`src/hw/axil_pkg.sv`:
```
`default_nettype none

package axil_pkg;

	////////////////////////////////////////////////////////////
	// Bus widths
	////////////////////////////////////////////////////////////

	// Byte address, eight words of four bytes plus decode room
	localparam int AXIL_ADDR_W = 8;
	localparam int AXIL_DATA_W = 32;
	// One strobe bit per data byte
	localparam int AXIL_STRB_W = AXIL_DATA_W / 8;

	////////////////////////////////////////////////////////////
	// Register map
	////////////////////////////////////////////////////////////

	// Word index taken from address bits above the low two
	localparam int REG_IDX_W = 3;
	localparam int NUM_REGS = 8;
	// Identification word, read-only at word 0
	localparam logic [AXIL_DATA_W-1:0] REG_ID_VALUE = 32'h5a11_0c01;

	////////////////////////////////////////////////////////////
	// Response codes
	////////////////////////////////////////////////////////////

	localparam logic [1:0] RESP_OKAY = 2'b00;
	// Exclusive okay, never produced by this slave
	localparam logic [1:0] RESP_EXOKAY = 2'b01;
	localparam logic [1:0] RESP_SLVERR = 2'b10;
	localparam logic [1:0] RESP_DECERR = 2'b11;

	////////////////////////////////////////////////////////////
	// Monitor sizes
	////////////////////////////////////////////////////////////

	// Outstanding counter width
	localparam int OUTST_W = 4;
	// Cycles a pending response may stay absent
	localparam int MON_MAX_WAIT = 8;

endpackage

`default_nettype wire

```
`src/hw/axil_protocol_monitor.sv`:
```
`timescale 1ns/100ps
`default_nettype none

module axil_protocol_monitor (
	input wire i_clk,
	input wire i_axi_reset_n,
	// Write address channel
	input wire i_awvalid,
	input wire i_awready,
	input wire [axil_pkg::AXIL_ADDR_W-1:0] i_awaddr,
	// Write data channel
	input wire i_wvalid,
	input wire i_wready,
	input wire [axil_pkg::AXIL_DATA_W-1:0] i_wdata,
	input wire [axil_pkg::AXIL_STRB_W-1:0] i_wstrb,
	// Write response channel
	input wire i_bvalid,
	input wire i_bready,
	input wire [1:0] i_bresp,
	// Read address channel
	input wire i_arvalid,
	input wire i_arready,
	input wire [axil_pkg::AXIL_ADDR_W-1:0] i_araddr,
	// Read data channel
	input wire i_rvalid,
	input wire i_rready,
	input wire [axil_pkg::AXIL_DATA_W-1:0] i_rdata,
	input wire [1:0] i_rresp,
	// Outstanding counts
	output logic [axil_pkg::OUTST_W-1:0] o_awr_outstanding,
	output logic [axil_pkg::OUTST_W-1:0] o_wr_outstanding,
	output logic [axil_pkg::OUTST_W-1:0] o_rd_outstanding
);

	logic aw_hs, w_hs, b_hs, ar_hs, r_hs;
	logic [axil_pkg::OUTST_W-1:0] wr_wait;
	logic [axil_pkg::OUTST_W-1:0] rd_wait;

	assign aw_hs = i_awvalid && i_awready;
	assign w_hs = i_wvalid && i_wready;
	assign b_hs = i_bvalid && i_bready;
	assign ar_hs = i_arvalid && i_arready;
	assign r_hs = i_rvalid && i_rready;

	////////////////////////////////////////////////////////////
	// Outstanding counters
	////////////////////////////////////////////////////////////

	always_ff @(posedge i_clk)
	begin
		if (!i_axi_reset_n)
		begin
			o_awr_outstanding <= '0;
			o_wr_outstanding <= '0;
			o_rd_outstanding <= '0;
		end
		else
		begin
			// Address count, up on AW, down on B
			case ({aw_hs, b_hs})
				2'b10: o_awr_outstanding <= o_awr_outstanding + 1'b1;
				2'b01: o_awr_outstanding <= o_awr_outstanding - 1'b1;
				default: o_awr_outstanding <= o_awr_outstanding;
			endcase
			// Data count, up on W, down on B
			case ({w_hs, b_hs})
				2'b10: o_wr_outstanding <= o_wr_outstanding + 1'b1;
				2'b01: o_wr_outstanding <= o_wr_outstanding - 1'b1;
				default: o_wr_outstanding <= o_wr_outstanding;
			endcase
			case ({ar_hs, r_hs})
				2'b10: o_rd_outstanding <= o_rd_outstanding + 1'b1;
				2'b01: o_rd_outstanding <= o_rd_outstanding - 1'b1;
				default: o_rd_outstanding <= o_rd_outstanding;
			endcase
		end
	end

	// Cycles with a complete request owed and no response shown
	always_ff @(posedge i_clk)
	begin
		if (!i_axi_reset_n || i_bvalid || (o_awr_outstanding == '0)
			|| (o_wr_outstanding == '0))
			wr_wait <= '0;
		else
			wr_wait <= wr_wait + 1'b1;
		if (!i_axi_reset_n || i_rvalid || (o_rd_outstanding == '0))
			rd_wait <= '0;
		else
			rd_wait <= rd_wait + 1'b1;
	end

	////////////////////////////////////////////////////////////
	// Reset and stability rules
	////////////////////////////////////////////////////////////

	// Quiet bus in the cycle after reset
	assert property (@(posedge i_clk) !i_axi_reset_n |=>
		!(i_awvalid || i_wvalid || i_arvalid || i_bvalid || i_rvalid));

	// Stalled channels hold valid and payload
	assert property (@(posedge i_clk) disable iff (!i_axi_reset_n)
		(i_awvalid && !i_awready) |=> (i_awvalid && $stable(i_awaddr)));
	assert property (@(posedge i_clk) disable iff (!i_axi_reset_n)
		(i_wvalid && !i_wready) |=>
		(i_wvalid && $stable(i_wdata) && $stable(i_wstrb)));
	assert property (@(posedge i_clk) disable iff (!i_axi_reset_n)
		(i_arvalid && !i_arready) |=> (i_arvalid && $stable(i_araddr)));
	assert property (@(posedge i_clk) disable iff (!i_axi_reset_n)
		(i_bvalid && !i_bready) |=> (i_bvalid && $stable(i_bresp)));
	assert property (@(posedge i_clk) disable iff (!i_axi_reset_n)
		(i_rvalid && !i_rready) |=>
		(i_rvalid && $stable(i_rdata) && $stable(i_rresp)));

	////////////////////////////////////////////////////////////
	// Ordering and response rules
	////////////////////////////////////////////////////////////

	// Response only against a request already taken
	assert property (@(posedge i_clk) disable iff (!i_axi_reset_n)
		i_bvalid |-> ((o_awr_outstanding != '0) && (o_wr_outstanding != '0)));
	assert property (@(posedge i_clk) disable iff (!i_axi_reset_n)
		i_rvalid |-> (o_rd_outstanding != '0));

	// No exclusive okay on a non-exclusive port
	assert property (@(posedge i_clk) disable iff (!i_axi_reset_n)
		i_bvalid |-> (i_bresp != axil_pkg::RESP_EXOKAY));
	assert property (@(posedge i_clk) disable iff (!i_axi_reset_n)
		i_rvalid |-> (i_rresp != axil_pkg::RESP_EXOKAY));

	// Counters never saturate
	assert property (@(posedge i_clk) disable iff (!i_axi_reset_n)
		!(&o_awr_outstanding) && !(&o_wr_outstanding) && !(&o_rd_outstanding));

	// Owed responses show up within a fixed window
	assert property (@(posedge i_clk) disable iff (!i_axi_reset_n)
		(wr_wait < axil_pkg::MON_MAX_WAIT) && (rd_wait < axil_pkg::MON_MAX_WAIT));

endmodule

`default_nettype wire

```
`src/hw/axil_reg_bank.sv`:
```
`timescale 1ns/100ps
`default_nettype none

module axil_reg_bank (
	input wire i_clk,
	input wire i_axi_reset_n,
	// One access per strobe cycle
	input wire i_acc_valid,
	input wire i_acc_write,
	input wire [axil_pkg::AXIL_ADDR_W-1:0] i_acc_addr,
	input wire [axil_pkg::AXIL_DATA_W-1:0] i_acc_wdata,
	input wire [axil_pkg::AXIL_STRB_W-1:0] i_acc_strb,
	// Registered result
	output logic o_res_valid,
	output logic o_res_write,
	output logic [axil_pkg::AXIL_DATA_W-1:0] o_res_rdata,
	output logic [1:0] o_res_resp
);

	// Word 0 has no storage, it is a constant
	logic [axil_pkg::AXIL_DATA_W-1:0] regs [1:axil_pkg::NUM_REGS-1];
	logic [axil_pkg::REG_IDX_W-1:0] idx;
	logic in_map;
	logic wr_en;
	logic [axil_pkg::AXIL_DATA_W-1:0] rd_word;
	logic [1:0] resp_code;

	////////////////////////////////////////////////////////////
	// Address decode
	////////////////////////////////////////////////////////////

	// Low two bits ignored
	assign idx = i_acc_addr[axil_pkg::REG_IDX_W+1:2];
	// Upper bits must be zero to hit the map
	assign in_map = (i_acc_addr[axil_pkg::AXIL_ADDR_W-1:axil_pkg::REG_IDX_W+2] == '0);
	// Writable words are 1 to 7
	assign wr_en = i_acc_valid && i_acc_write && in_map && (idx != '0);

	always_comb
	begin
		rd_word = '0;
		resp_code = axil_pkg::RESP_OKAY;
		if (!in_map)
		begin
			// Past the map, zero data
			resp_code = axil_pkg::RESP_DECERR;
		end
		else if (idx == '0)
		begin
			rd_word = axil_pkg::REG_ID_VALUE;
			// ID word refuses writes
			if (i_acc_write)
				resp_code = axil_pkg::RESP_SLVERR;
		end
		else
			rd_word = regs[idx];
	end

	////////////////////////////////////////////////////////////
	// Register array with byte strobes
	////////////////////////////////////////////////////////////

	always_ff @(posedge i_clk)
	begin
		if (!i_axi_reset_n)
		begin
			for (int i = 1; i < axil_pkg::NUM_REGS; i++)
				regs[i] <= '0;
		end
		else if (wr_en)
		begin
			// Merge selected bytes only
			for (int b = 0; b < axil_pkg::AXIL_STRB_W; b++)
				if (i_acc_strb[b])
					regs[idx][8*b +: 8] <= i_acc_wdata[8*b +: 8];
		end
	end

	////////////////////////////////////////////////////////////
	// Result register
	////////////////////////////////////////////////////////////

	always_ff @(posedge i_clk)
	begin
		if (!i_axi_reset_n)
			o_res_valid <= 1'b0;
		else
			o_res_valid <= i_acc_valid;
	end

	always_ff @(posedge i_clk)
	begin
		o_res_write <= i_acc_write;
		o_res_rdata <= rd_word;
		o_res_resp <= resp_code;
	end

	// A full-strobe write lands whole in its word
	assert property (@(posedge i_clk) disable iff (!i_axi_reset_n)
		(wr_en && (i_acc_strb == '1)) |=> (regs[$past(idx)] == $past(i_acc_wdata)));

endmodule

`default_nettype wire

```
`src/hw/axil_regs_top.sv`:
```
`timescale 1ns/100ps
`default_nettype none

module axil_regs_top (
	input wire i_clk,
	input wire i_axi_reset_n,
	input wire i_awvalid,
	output logic o_awready,
	input wire [axil_pkg::AXIL_ADDR_W-1:0] i_awaddr,
	input wire i_wvalid,
	output logic o_wready,
	input wire [axil_pkg::AXIL_DATA_W-1:0] i_wdata,
	input wire [axil_pkg::AXIL_STRB_W-1:0] i_wstrb,
	output logic o_bvalid,
	input wire i_bready,
	output logic [1:0] o_bresp,
	input wire i_arvalid,
	output logic o_arready,
	input wire [axil_pkg::AXIL_ADDR_W-1:0] i_araddr,
	output logic o_rvalid,
	input wire i_rready,
	output logic [axil_pkg::AXIL_DATA_W-1:0] o_rdata,
	output logic [1:0] o_rresp,
	// Write address and read counts from the monitor
	output logic [axil_pkg::OUTST_W-1:0] o_wr_outstanding,
	output logic [axil_pkg::OUTST_W-1:0] o_rd_outstanding
);

	// Request to bank
	logic acc_valid;
	logic acc_write;
	logic [axil_pkg::AXIL_ADDR_W-1:0] acc_addr;
	logic [axil_pkg::AXIL_DATA_W-1:0] acc_wdata;
	logic [axil_pkg::AXIL_STRB_W-1:0] acc_strb;
	// Bank to response
	logic res_valid;
	logic res_write;
	logic [axil_pkg::AXIL_DATA_W-1:0] res_rdata;
	logic [1:0] res_resp;
	// Stall feedback
	logic b_busy;
	logic r_busy;

	axil_request_stage u_request (
		.i_clk(i_clk),
		.i_axi_reset_n(i_axi_reset_n),
		.i_awvalid(i_awvalid),
		.o_awready(o_awready),
		.i_awaddr(i_awaddr),
		.i_wvalid(i_wvalid),
		.o_wready(o_wready),
		.i_wdata(i_wdata),
		.i_wstrb(i_wstrb),
		.i_arvalid(i_arvalid),
		.o_arready(o_arready),
		.i_araddr(i_araddr),
		.i_b_busy(b_busy),
		.i_r_busy(r_busy),
		.o_acc_valid(acc_valid),
		.o_acc_write(acc_write),
		.o_acc_addr(acc_addr),
		.o_acc_wdata(acc_wdata),
		.o_acc_strb(acc_strb)
	);

	axil_reg_bank u_bank (
		.i_clk(i_clk),
		.i_axi_reset_n(i_axi_reset_n),
		.i_acc_valid(acc_valid),
		.i_acc_write(acc_write),
		.i_acc_addr(acc_addr),
		.i_acc_wdata(acc_wdata),
		.i_acc_strb(acc_strb),
		.o_res_valid(res_valid),
		.o_res_write(res_write),
		.o_res_rdata(res_rdata),
		.o_res_resp(res_resp)
	);

	axil_resp_stage u_resp (
		.i_clk(i_clk),
		.i_axi_reset_n(i_axi_reset_n),
		.i_res_valid(res_valid),
		.i_res_write(res_write),
		.i_res_rdata(res_rdata),
		.i_res_resp(res_resp),
		.i_acc_valid(acc_valid),
		.i_acc_write(acc_write),
		.i_bready(i_bready),
		.i_rready(i_rready),
		.o_bvalid(o_bvalid),
		.o_bresp(o_bresp),
		.o_rvalid(o_rvalid),
		.o_rdata(o_rdata),
		.o_rresp(o_rresp),
		.o_b_busy(b_busy),
		.o_r_busy(r_busy)
	);

	// Passive, sees the port exactly as the master does
	axil_protocol_monitor u_monitor (
		.i_clk(i_clk),
		.i_axi_reset_n(i_axi_reset_n),
		.i_awvalid(i_awvalid),
		.i_awready(o_awready),
		.i_awaddr(i_awaddr),
		.i_wvalid(i_wvalid),
		.i_wready(o_wready),
		.i_wdata(i_wdata),
		.i_wstrb(i_wstrb),
		.i_bvalid(o_bvalid),
		.i_bready(i_bready),
		.i_bresp(o_bresp),
		.i_arvalid(i_arvalid),
		.i_arready(o_arready),
		.i_araddr(i_araddr),
		.i_rvalid(o_rvalid),
		.i_rready(i_rready),
		.i_rdata(o_rdata),
		.i_rresp(o_rresp),
		.o_awr_outstanding(o_wr_outstanding),
		.o_wr_outstanding(),
		.o_rd_outstanding(o_rd_outstanding)
	);

endmodule

`default_nettype wire

```
`src/hw/axil_request_stage.sv`:
```
`timescale 1ns/100ps
`default_nettype none

module axil_request_stage (
	input wire i_clk,
	input wire i_axi_reset_n,
	// Write address channel
	input wire i_awvalid,
	output logic o_awready,
	input wire [axil_pkg::AXIL_ADDR_W-1:0] i_awaddr,
	// Write data channel
	input wire i_wvalid,
	output logic o_wready,
	input wire [axil_pkg::AXIL_DATA_W-1:0] i_wdata,
	input wire [axil_pkg::AXIL_STRB_W-1:0] i_wstrb,
	// Read address channel
	input wire i_arvalid,
	output logic o_arready,
	input wire [axil_pkg::AXIL_ADDR_W-1:0] i_araddr,
	// Back-pressure from the response stage
	input wire i_b_busy,
	input wire i_r_busy,
	// Access strobe to the register bank
	output logic o_acc_valid,
	output logic o_acc_write,
	output logic [axil_pkg::AXIL_ADDR_W-1:0] o_acc_addr,
	output logic [axil_pkg::AXIL_DATA_W-1:0] o_acc_wdata,
	output logic [axil_pkg::AXIL_STRB_W-1:0] o_acc_strb
);

	logic aw_full, w_full, ar_full;
	logic aw_full_d, w_full_d, ar_full_d;
	logic [axil_pkg::AXIL_ADDR_W-1:0] aw_addr;
	logic [axil_pkg::AXIL_ADDR_W-1:0] ar_addr;
	logic [axil_pkg::AXIL_DATA_W-1:0] w_data;
	logic [axil_pkg::AXIL_STRB_W-1:0] w_strb;
	logic aw_hs, w_hs, ar_hs;
	logic issue_wr, issue_rd;

	assign aw_hs = i_awvalid && o_awready;
	assign w_hs = i_wvalid && o_wready;
	assign ar_hs = i_arvalid && o_arready;

	// Write needs both halves held and a free B side
	assign issue_wr = aw_full && w_full && !i_b_busy;
	// Read only when no write goes out this cycle
	assign issue_rd = !issue_wr && ar_full && !i_r_busy;

	////////////////////////////////////////////////////////////
	// Slot occupancy
	////////////////////////////////////////////////////////////

	always_comb
	begin
		aw_full_d = aw_full;
		w_full_d = w_full;
		ar_full_d = ar_full;
		// Issue and fill never meet, ready is low while full
		if (issue_wr)
		begin
			aw_full_d = 1'b0;
			w_full_d = 1'b0;
		end
		else
		begin
			if (aw_hs)
				aw_full_d = 1'b1;
			if (w_hs)
				w_full_d = 1'b1;
		end
		if (issue_rd)
			ar_full_d = 1'b0;
		else if (ar_hs)
			ar_full_d = 1'b1;
	end

	always_ff @(posedge i_clk)
	begin
		if (!i_axi_reset_n)
		begin
			aw_full <= 1'b0;
			w_full <= 1'b0;
			ar_full <= 1'b0;
			// Ready stays low through reset
			o_awready <= 1'b0;
			o_wready <= 1'b0;
			o_arready <= 1'b0;
		end
		else
		begin
			aw_full <= aw_full_d;
			w_full <= w_full_d;
			ar_full <= ar_full_d;
			// Ready mirrors an empty slot
			o_awready <= !aw_full_d;
			o_wready <= !w_full_d;
			o_arready <= !ar_full_d;
		end
	end

	// Slot payloads, captured on handshake
	always_ff @(posedge i_clk)
	begin
		if (aw_hs)
			aw_addr <= i_awaddr;
		if (w_hs)
		begin
			w_data <= i_wdata;
			w_strb <= i_wstrb;
		end
		if (ar_hs)
			ar_addr <= i_araddr;
	end

	////////////////////////////////////////////////////////////
	// Access strobe
	////////////////////////////////////////////////////////////

	always_ff @(posedge i_clk)
	begin
		if (!i_axi_reset_n)
			o_acc_valid <= 1'b0;
		else
			o_acc_valid <= issue_wr || issue_rd;
	end

	always_ff @(posedge i_clk)
	begin
		o_acc_write <= issue_wr;
		o_acc_addr <= issue_wr ? aw_addr : ar_addr;
		o_acc_wdata <= w_data;
		o_acc_strb <= w_strb;
	end

	// An access in the bank stage holds its side busy, so no second one follows
	assert property (@(posedge i_clk) disable iff (!i_axi_reset_n)
		(o_acc_valid && o_acc_write) |-> i_b_busy);
	assert property (@(posedge i_clk) disable iff (!i_axi_reset_n)
		(o_acc_valid && !o_acc_write) |-> i_r_busy);

endmodule

`default_nettype wire

```
`src/hw/axil_resp_stage.sv`:
```
`timescale 1ns/100ps
`default_nettype none

module axil_resp_stage (
	input wire i_clk,
	input wire i_axi_reset_n,
	// Result from the bank
	input wire i_res_valid,
	input wire i_res_write,
	input wire [axil_pkg::AXIL_DATA_W-1:0] i_res_rdata,
	input wire [1:0] i_res_resp,
	// Access still in the bank stage
	input wire i_acc_valid,
	input wire i_acc_write,
	// Master ready
	input wire i_bready,
	input wire i_rready,
	// Write response channel
	output logic o_bvalid,
	output logic [1:0] o_bresp,
	// Read data channel
	output logic o_rvalid,
	output logic [axil_pkg::AXIL_DATA_W-1:0] o_rdata,
	output logic [1:0] o_rresp,
	// Stall back to the request stage
	output logic o_b_busy,
	output logic o_r_busy
);

	logic load_b, load_r;

	assign load_b = i_res_valid && i_res_write;
	assign load_r = i_res_valid && !i_res_write;

	// Busy covers the buffer and anything of that kind upstream
	assign o_b_busy = o_bvalid || (i_acc_valid && i_acc_write) || load_b;
	assign o_r_busy = o_rvalid || (i_acc_valid && !i_acc_write) || load_r;

	////////////////////////////////////////////////////////////
	// One-entry buffers
	////////////////////////////////////////////////////////////

	always_ff @(posedge i_clk)
	begin
		if (!i_axi_reset_n)
		begin
			o_bvalid <= 1'b0;
			o_rvalid <= 1'b0;
		end
		else
		begin
			// Load wins, busy keeps it away from a full buffer
			if (load_b)
				o_bvalid <= 1'b1;
			else if (i_bready)
				o_bvalid <= 1'b0;
			if (load_r)
				o_rvalid <= 1'b1;
			else if (i_rready)
				o_rvalid <= 1'b0;
		end
	end

	// Payload held until handshake
	always_ff @(posedge i_clk)
	begin
		if (load_b)
			o_bresp <= i_res_resp;
		if (load_r)
		begin
			o_rdata <= i_res_rdata;
			o_rresp <= i_res_resp;
		end
	end

	// A pending response is never replaced before its handshake
	assert property (@(posedge i_clk) disable iff (!i_axi_reset_n)
		load_b |-> (!o_bvalid || i_bready));
	assert property (@(posedge i_clk) disable iff (!i_axi_reset_n)
		load_r |-> (!o_rvalid || i_rready));

endmodule

`default_nettype wire

```
`config.mk`:
```
export PLATFORM = sky130hd
export DESIGN_NAME = axil_regs_top
export DESIGN_NICKNAME = d
export VERILOG_FILES = /design/src/hw/axil_pkg.sv /design/src/hw/axil_protocol_monitor.sv /design/src/hw/axil_reg_bank.sv /design/src/hw/axil_regs_top.sv /design/src/hw/axil_request_stage.sv /design/src/hw/axil_resp_stage.sv
export SDC_FILE = /design/constraint.sdc
export NUM_CORES = 1
export LEC_CHECK = 0
export BUFFER_PORTS_ARGS = -buffer_cell sky130_fd_sc_hd__buf_2
export CORE_MARGIN = 2
export CORE_UTILIZATION = 40
export DETAILED_ROUTE_END_ITERATION = 6
export MAX_ROUTING_LAYER = met4
export PLACE_DENSITY_LB_ADDON = 0.3
export SYNTH_ARGS = -nofsm -noshare
export SYNTH_HDL_FRONTEND = slang
export SYNTH_SLANG_ARGS = --single-unit
```
`constraint.sdc`:
```
create_clock -name i_clk -period 7.3 [get_ports i_clk]
set_clock_uncertainty 0.15 [all_clocks]
set_input_delay 1.46 -clock i_clk [delete_from_list [all_inputs] [get_ports i_clk]]
set_output_delay 1.46 -clock i_clk [all_outputs]
set_load 0.03 [all_outputs]
```
; ---- Word-level counts from Yosys, hierarchy flattened
; Memory sizes are Yosys's and may differ from the RTL's. A register that Yosys moved wholly into a read port is not among the register bits.
; Cells that the tools add are included.
[word_totals]
word_cells = 110
register_bits = 186
in_bits = 59
ram_bits = 224
memories = 1
[mem_list]
columns = name, depth, word_bits, read_ports, rd_clocked_by_memory_dff, write_ports, line_no
row1 = u_bank.regs, 7, 32, 1, 1, 7, axil_reg_bank.sv:21  ; logic [axil_pkg::AXIL_DATA_W-1:0] regs [1:axil_pkg::NUM_REGS-1];
[classes]
addsub = 4
n_bitwise = 1
muxes = 36
n_eq_ne = 4
n_reduce_logical = 37
[ops]
columns = cell, n
row1 = two-way mux 32 bit, 1
row2 = OR reduction 32 bit, 1
row3 = two-way mux 31 bit, 1
row4 = two-way mux 1 bit, 27
row5 = case mux 4 bit (2 select lines), 2
row6 = logical AND 1 bit, 15
row7 = "adder 4 x 1 -> 4 bit, second input constant", 2
row8 = zero test 1 bit, 8
row9 = two-way mux 8 bit, 1
row10 = nonzero test 2 bit, 4
row11 = "subtractor 4 x 1 -> 4 bit, second input constant", 2
row12 = zero test 3 bit, 2
row13 = logical OR 1 bit, 5
row14 = "== test 2 x 1 -> 1 bit, second input constant", 2
row15 = "== test 2 bit, second input constant", 2
row16 = two-way mux 2 bit, 2
row17 = two-way mux 4 bit, 1
row18 = two-way mux 3 bit, 1
row19 = nonzero test 3 bit, 1
row20 = OR reduction 2 bit, 1
row21 = NOT 1 bit, 1

; ---- Logic depth before layout (Yosys ltp)
[depth]
ltp_word = 10
ltp_mapped = 8

; ---- By module
; A second synthesis with hierarchy kept.
[unflattened]
cells_unflattened = 1185
area_unflattened_um2 = 15730.1
[by_module_without_submodules]
columns = module, area_each_um2, cells_per_inst, n_inst
row1 = axil_reg_bank, 10887.9, 900, 1
row2 = axil_request_stage, 2834.0, 148, 1
row3 = axil_resp_stage, 1184.9, 47, 1
row4 = axil_protocol_monitor, 823.3, 90, 1

; ---- Worst setup path after synthesis
; OpenSTA, ideal clock, no wires.
[synth_path]
path_kind = in2reg
start = input port i_axi_reset_n
end = memory u_bank.regs[4][24] in the netlist's numbering (enable)
arrival_ns = 2.809
cell_stages = 4
slack_ns = 3.957
n_path_buf = 2
cell_sequence = clkbuf_1 > clkbuf_1 > nand3_1 > o21ai_0
[synth_lines]
columns = item, line_no
row1 = "start, declared", axil_regs_top.sv:6  ; input wire i_axi_reset_n,
row2 = "end, declared", axil_reg_bank.sv:21

==> summary.md <==
| Metric | Value |
|---|---|
| Run status | `complete, no violations` |
| Post-synthesis sequential element count | `404` |
| Critical Path Source Type | `flop` |
| Worst r2r src | `u_request.o_acc_addr[6]` |
| First-pass iteration count of the detailed router | `5` |
| Via count of the first global-routing pass | `9113` |
| Peak VDD IR | `between 0.15 and 0.2 mV` |
| Total internal power | `0.00389 W` |
| Layout overhead on the synthesized area | `16.6%` |
| Total via count after detailed routing | `slightly above 9k` |
| Maximum net fanout on the critical path | `27` |
| Critical path, cell by cell | `nor3_2 > inv_1 > nor2_1 > nand2_1 > buf_4 > o21ai_0` |
| Cts-stage hold buffer count | `0` |
| P_leak | `6.21 nW` |
| Mapped cell area | `15100 µm²` |
| TritonCTS Buffers | `41` |
| H-tree depth | `2` |
| FMAX | `265 MHz` |
| Worst Max-Slew Pin Slew | `1230 ps` |
| Cell count after synthesis | `1113` |
| Routed WL | `35300 µm` |
| First-pass GRT wire length | `53300 µm` |
| Worst Path Arrival | `approximately 3800 ps` |
| Switching portion of total power | `21.1%` |
| Net Count, Synth | `1178` |
| Area share of the largest cell type after synthesis | `61.3%` |
| Top routing layer used | `met4` |
| Gr usage total | `18.7%` |
| Sequential cell area | `11200 µm²` |
| Metal1 wirelength | `between 10000 and 15000 µm` |
| Stage delay of the slowest cell on the critical path | `roughly 910 ps` |
| Cts repair resizes | `0` |
| Cell area after placement | `16200 µm²` |
| Top-level port count | `~110` |
| Clock Sinks | `404` |
| Max-cap check violation count | `0` |
| Hold violation total from the final report | `0` |
| Share of total power in combinational logic | `5.0%` |
| GRT Residual Overflow | `0` |
| Initial drt markers | `862` |
| Pin count of the biggest net entering global routing | `56` |
| Share of synthesized area occupied by flip-flops and latches | `74.1%` |
| Relative max-transition margin | `17.5%` |
| Post-layout min period | `3780 ps` |
| ANT cells | `0` |
| Number of enable flip-flop cells after synthesis | `308` |
| Layout Nets | `1294` |
| PD cells | `roughly 280 nW/µm²` |
| Tcrit/Tclk final | `51.7%` |
| Worst setup EP type | `flop` |
| Initial antenna violation count | `0` |
| R2r setup slk | `around 3500 ps` |
| Count of yosys warnings during synthesis | `0` |
| Worst Path Required | `7290 ps` |
| Async set-reset flop share out of synthesis | `0%` |
| Total met2 wirelength after detailed routing | `17100 µm` |
| Final setup violation count | `0` |
| Cell Rows | `71` |
| Post-layout instance area | `17600 µm²` |
| Slowest CP cell | `o21ai_0` |
| Synthesized area per cell | `~14 µm²` |
| Clock tree from TritonCTS | `yes` |
| Endpoint of the worst-slack reg-to-reg timing path | `u_bank.regs[2][20]` |
| Clock group share of total power | `42.6%` |
| Path class of the lowest-slack min-delay path | `reg2reg` |
| Max Slew Vio Count | `0` |
| Multi-input gate area in the final layout | `around 3600 µm²` |
| Setup Buffers After CTS | `0` |
| Initial core utilization | `approximately two fifths` |
| Leading area contributor after synthesis | `edfxtp_1` |
| Depth of the worst register-to-register path | `6` |
| Fill cell total of the finished layout | `about 3.3k` |
| Final core occ | `47.0%` |
| Most common flop cell mapped by yosys | `edfxtp_1` |
| Buffer type at the clock tree root | `clkbuf_16` |
| Post-route ant nets | `0` |
| End of the worst hold path | `u_request.o_acc_wdata[24]` |
| Final HPWL from detailed placement | `around 22000 µm` |
| Via density per instance | `around 5.2` |
| Setup TNS | `0 ps` |
| Cell depth of the worst hold path | `0` |
| Kind of critical path | `reg2reg` |
| Layout cells sized above 1 | `19.2%` |
| Vertical die dimension | `~200 µm` |
| Top area cells in the synthesized netlist | `edfxtp_1 61%, dfxtp_1 13%, nor2_1 6.0%, nand2_1 2.2%, mux2i_1 1.9%` |
| Setup repair after global routing missed its margin | `false` |
| Launch point of the worst hold path | `u_request.w_data[24]` |
| DRC violation count after routing | `0` |
| Width of the die | `198 µm` |
| Number of distinct library cells after synthesis | `53` |
| Clk Latency, worst-skew pair | `540 ps` |
| Switching component of the power | `approximately 0.0010 W` |
| Maximum buffer depth of the clock tree | `3` |
| Met3 routed wirelength | `around 2300 µm` |
| Total core area | `between 30000 and 40000 µm²` |
| Die area | `around 40000 µm²` |
| Fraction of power consumed by sequential logic | `52.4%` |
| Number of input and output port buffers inserted | `between 100 and 150` |
| Final weighted congestion in routability-driven placement | `0.806` |
| Routed WL per cell | `19.9 µm` |
| Clock transition time at the flip-flop clock pins of the worst setup and hold paths | `60 ps` |
==> worst max path at each step <==
stage                                  from  slack (ps)                 end  cells after the start
floorplan                     i_axi_reset_n        3960  u_bank.regs[4][24]                      4
global placement              i_axi_reset_n        3220  u_bank.regs[3][12]                      3
detailed placement            i_axi_reset_n        3060  u_bank.regs[6][20]                      3
CTS                 u_request.o_acc_addr[6]        3540  u_bank.regs[2][20]                      6
global route        u_request.o_acc_addr[6]        3320  u_bank.regs[2][12]                      6
finish              u_request.o_acc_addr[6]        3520  u_bank.regs[2][20]                      6
==> through the flow <==
step	power, W	hold slack (ps)	std cells	worst slack [ps]
finish	0.00492	179	1773	3520
floorplan	0.00277	173	1113	3960
CTS	0.00495	189	1772	3540
global placement	0.00287	174	1696	3220
global route	0.00507	190	1773	3320
detailed placement	0.00287	177	1696	3060
==> cells in the mapped netlist (3+ instances only) <==
cell	number
a21oi_1	32
a221oi_1	10
a222oi_1	7
a22o_1	17
a22oi_1	24
a2bb2oi_1	5
a32oi_1	4
and2_1	10
and3_1	4
buf_2	32
buf_4	4
clkbuf_1	30
dfxtp_1	96
edfxtp_1	308
ha_1	6
inv_1	6
mux2_2	16
mux2i_1	28
nand2_1	89
nand2b_1	5
nand3_1	8
nor2_1	242
nor2b_1	19
nor4b_1	3
o21a_1	7
o21ai_0	38
o221a_2	3
o22a_1	6
o22ai_1	5
o2bb2ai_1	14
xor2_1	4
==> per-layer routing <==
metal | vias to the layer above | global-route usage [%]
met5 | - | -
met4 | 0 | 6.29
met3 | 74 | 3.05
met2 | 329 | 30.2
met1 | 4510 | 24.1
li1 | 4275 | -
==> worst max-delay path: cells and delay by family (launching register included) <==
family	cells	cell delay, ps
buffers and inverters	2	820
AND/OR/NAND/NOR	3	1160
AO/OA/AOI/OAI	1	910
flip-flops	1	310
==> sequential cells by signal (all words and copies together) (netlist names), 6 cells and up <==
name	cells
u_bank.regs	224
u_request.ar_addr	6
u_resp.o_rdata	32
u_request.o_acc_addr	6
u_request.aw_addr	6
u_request.w_data	32
u_bank.o_res_rdata	32
u_request.o_acc_wdata	32
==> cell type report <==
| cell class | instances | share of cell area, % |
|---|---|---|
| Multi-Input combinational cell | 631 | 20.3 |
| Clock inverter | 14 | 0.683 |
| Timing Repair Buffer | 143 | 4.62 |
| Sequential cell | 404 | 63.5 |
| Clock buffer | 62 | 7.10 |
| Inverter | 8 | 0.178 |
| Tap cell | 511 | 3.63 |
==> layout by cell type, fill, tap and decap left out, types with 4 or more instances in the layout <==
cell / Yosys / layout
clkbuf_8: 0 / 8
nand2_1: 89 / 87
clkbuf_1: 30 / 10
and2_1: 10 / 9
clkinv_2: 1 / 9
a2bb2oi_1: 5 / 5
clkbuf_16: 0 / 44
a22o_1: 17 / 17
o2bb2ai_1: 14 / 14
o21a_1: 7 / 7
nor2_1: 242 / 242
a21oi_1: 32 / 32
inv_1: 6 / 6
clkinv_1: 1 / 4
and3_1: 4 / 4
mux2_2: 16 / 16
o22a_1: 6 / 6
mux2i_1: 28 / 28
a32oi_1: 4 / 4
xor2_1: 4 / 4
edfxtp_1: 308 / 308
dfxtp_1: 96 / 94
buf_2: 32 / 103
a22oi_1: 24 / 24
nand3_1: 8 / 8
nor2b_1: 19 / 16
buf_4: 4 / 39
nand2b_1: 5 / 5
ha_1: 6 / 6
a222oi_1: 7 / 7
o22ai_1: 5 / 5
a221oi_1: 10 / 10
o21ai_0: 38 / 37
==> power by group through the flow <==
stage,Combinational [W],Sequential (W),Clock [W]
global route,0.000266,0.00258,0.00222
global placement,0.000244,0.00262,0
CTS,0.000247,0.00258,0.00213
floorplan,0.000142,0.00263,0
finish,0.000247,0.00258,0.00210
detailed placement,0.000246,0.00263,0
==> cells by family after synthesis <==
kind of cell / Yosys count / synth area share (%)
muxes: 45 / 3.20
AOI/OAI and AO/OA: 183 / 8.65
adders and majority gates: 6 / 0.498
buffers and inverters: 78 / 2.41
xor gates and xnor gates: 6 / 0.348
and+or+nand+nor: 391 / 10.8
DFF: 404 / 74.1
(Power assumes the default switching activity.)
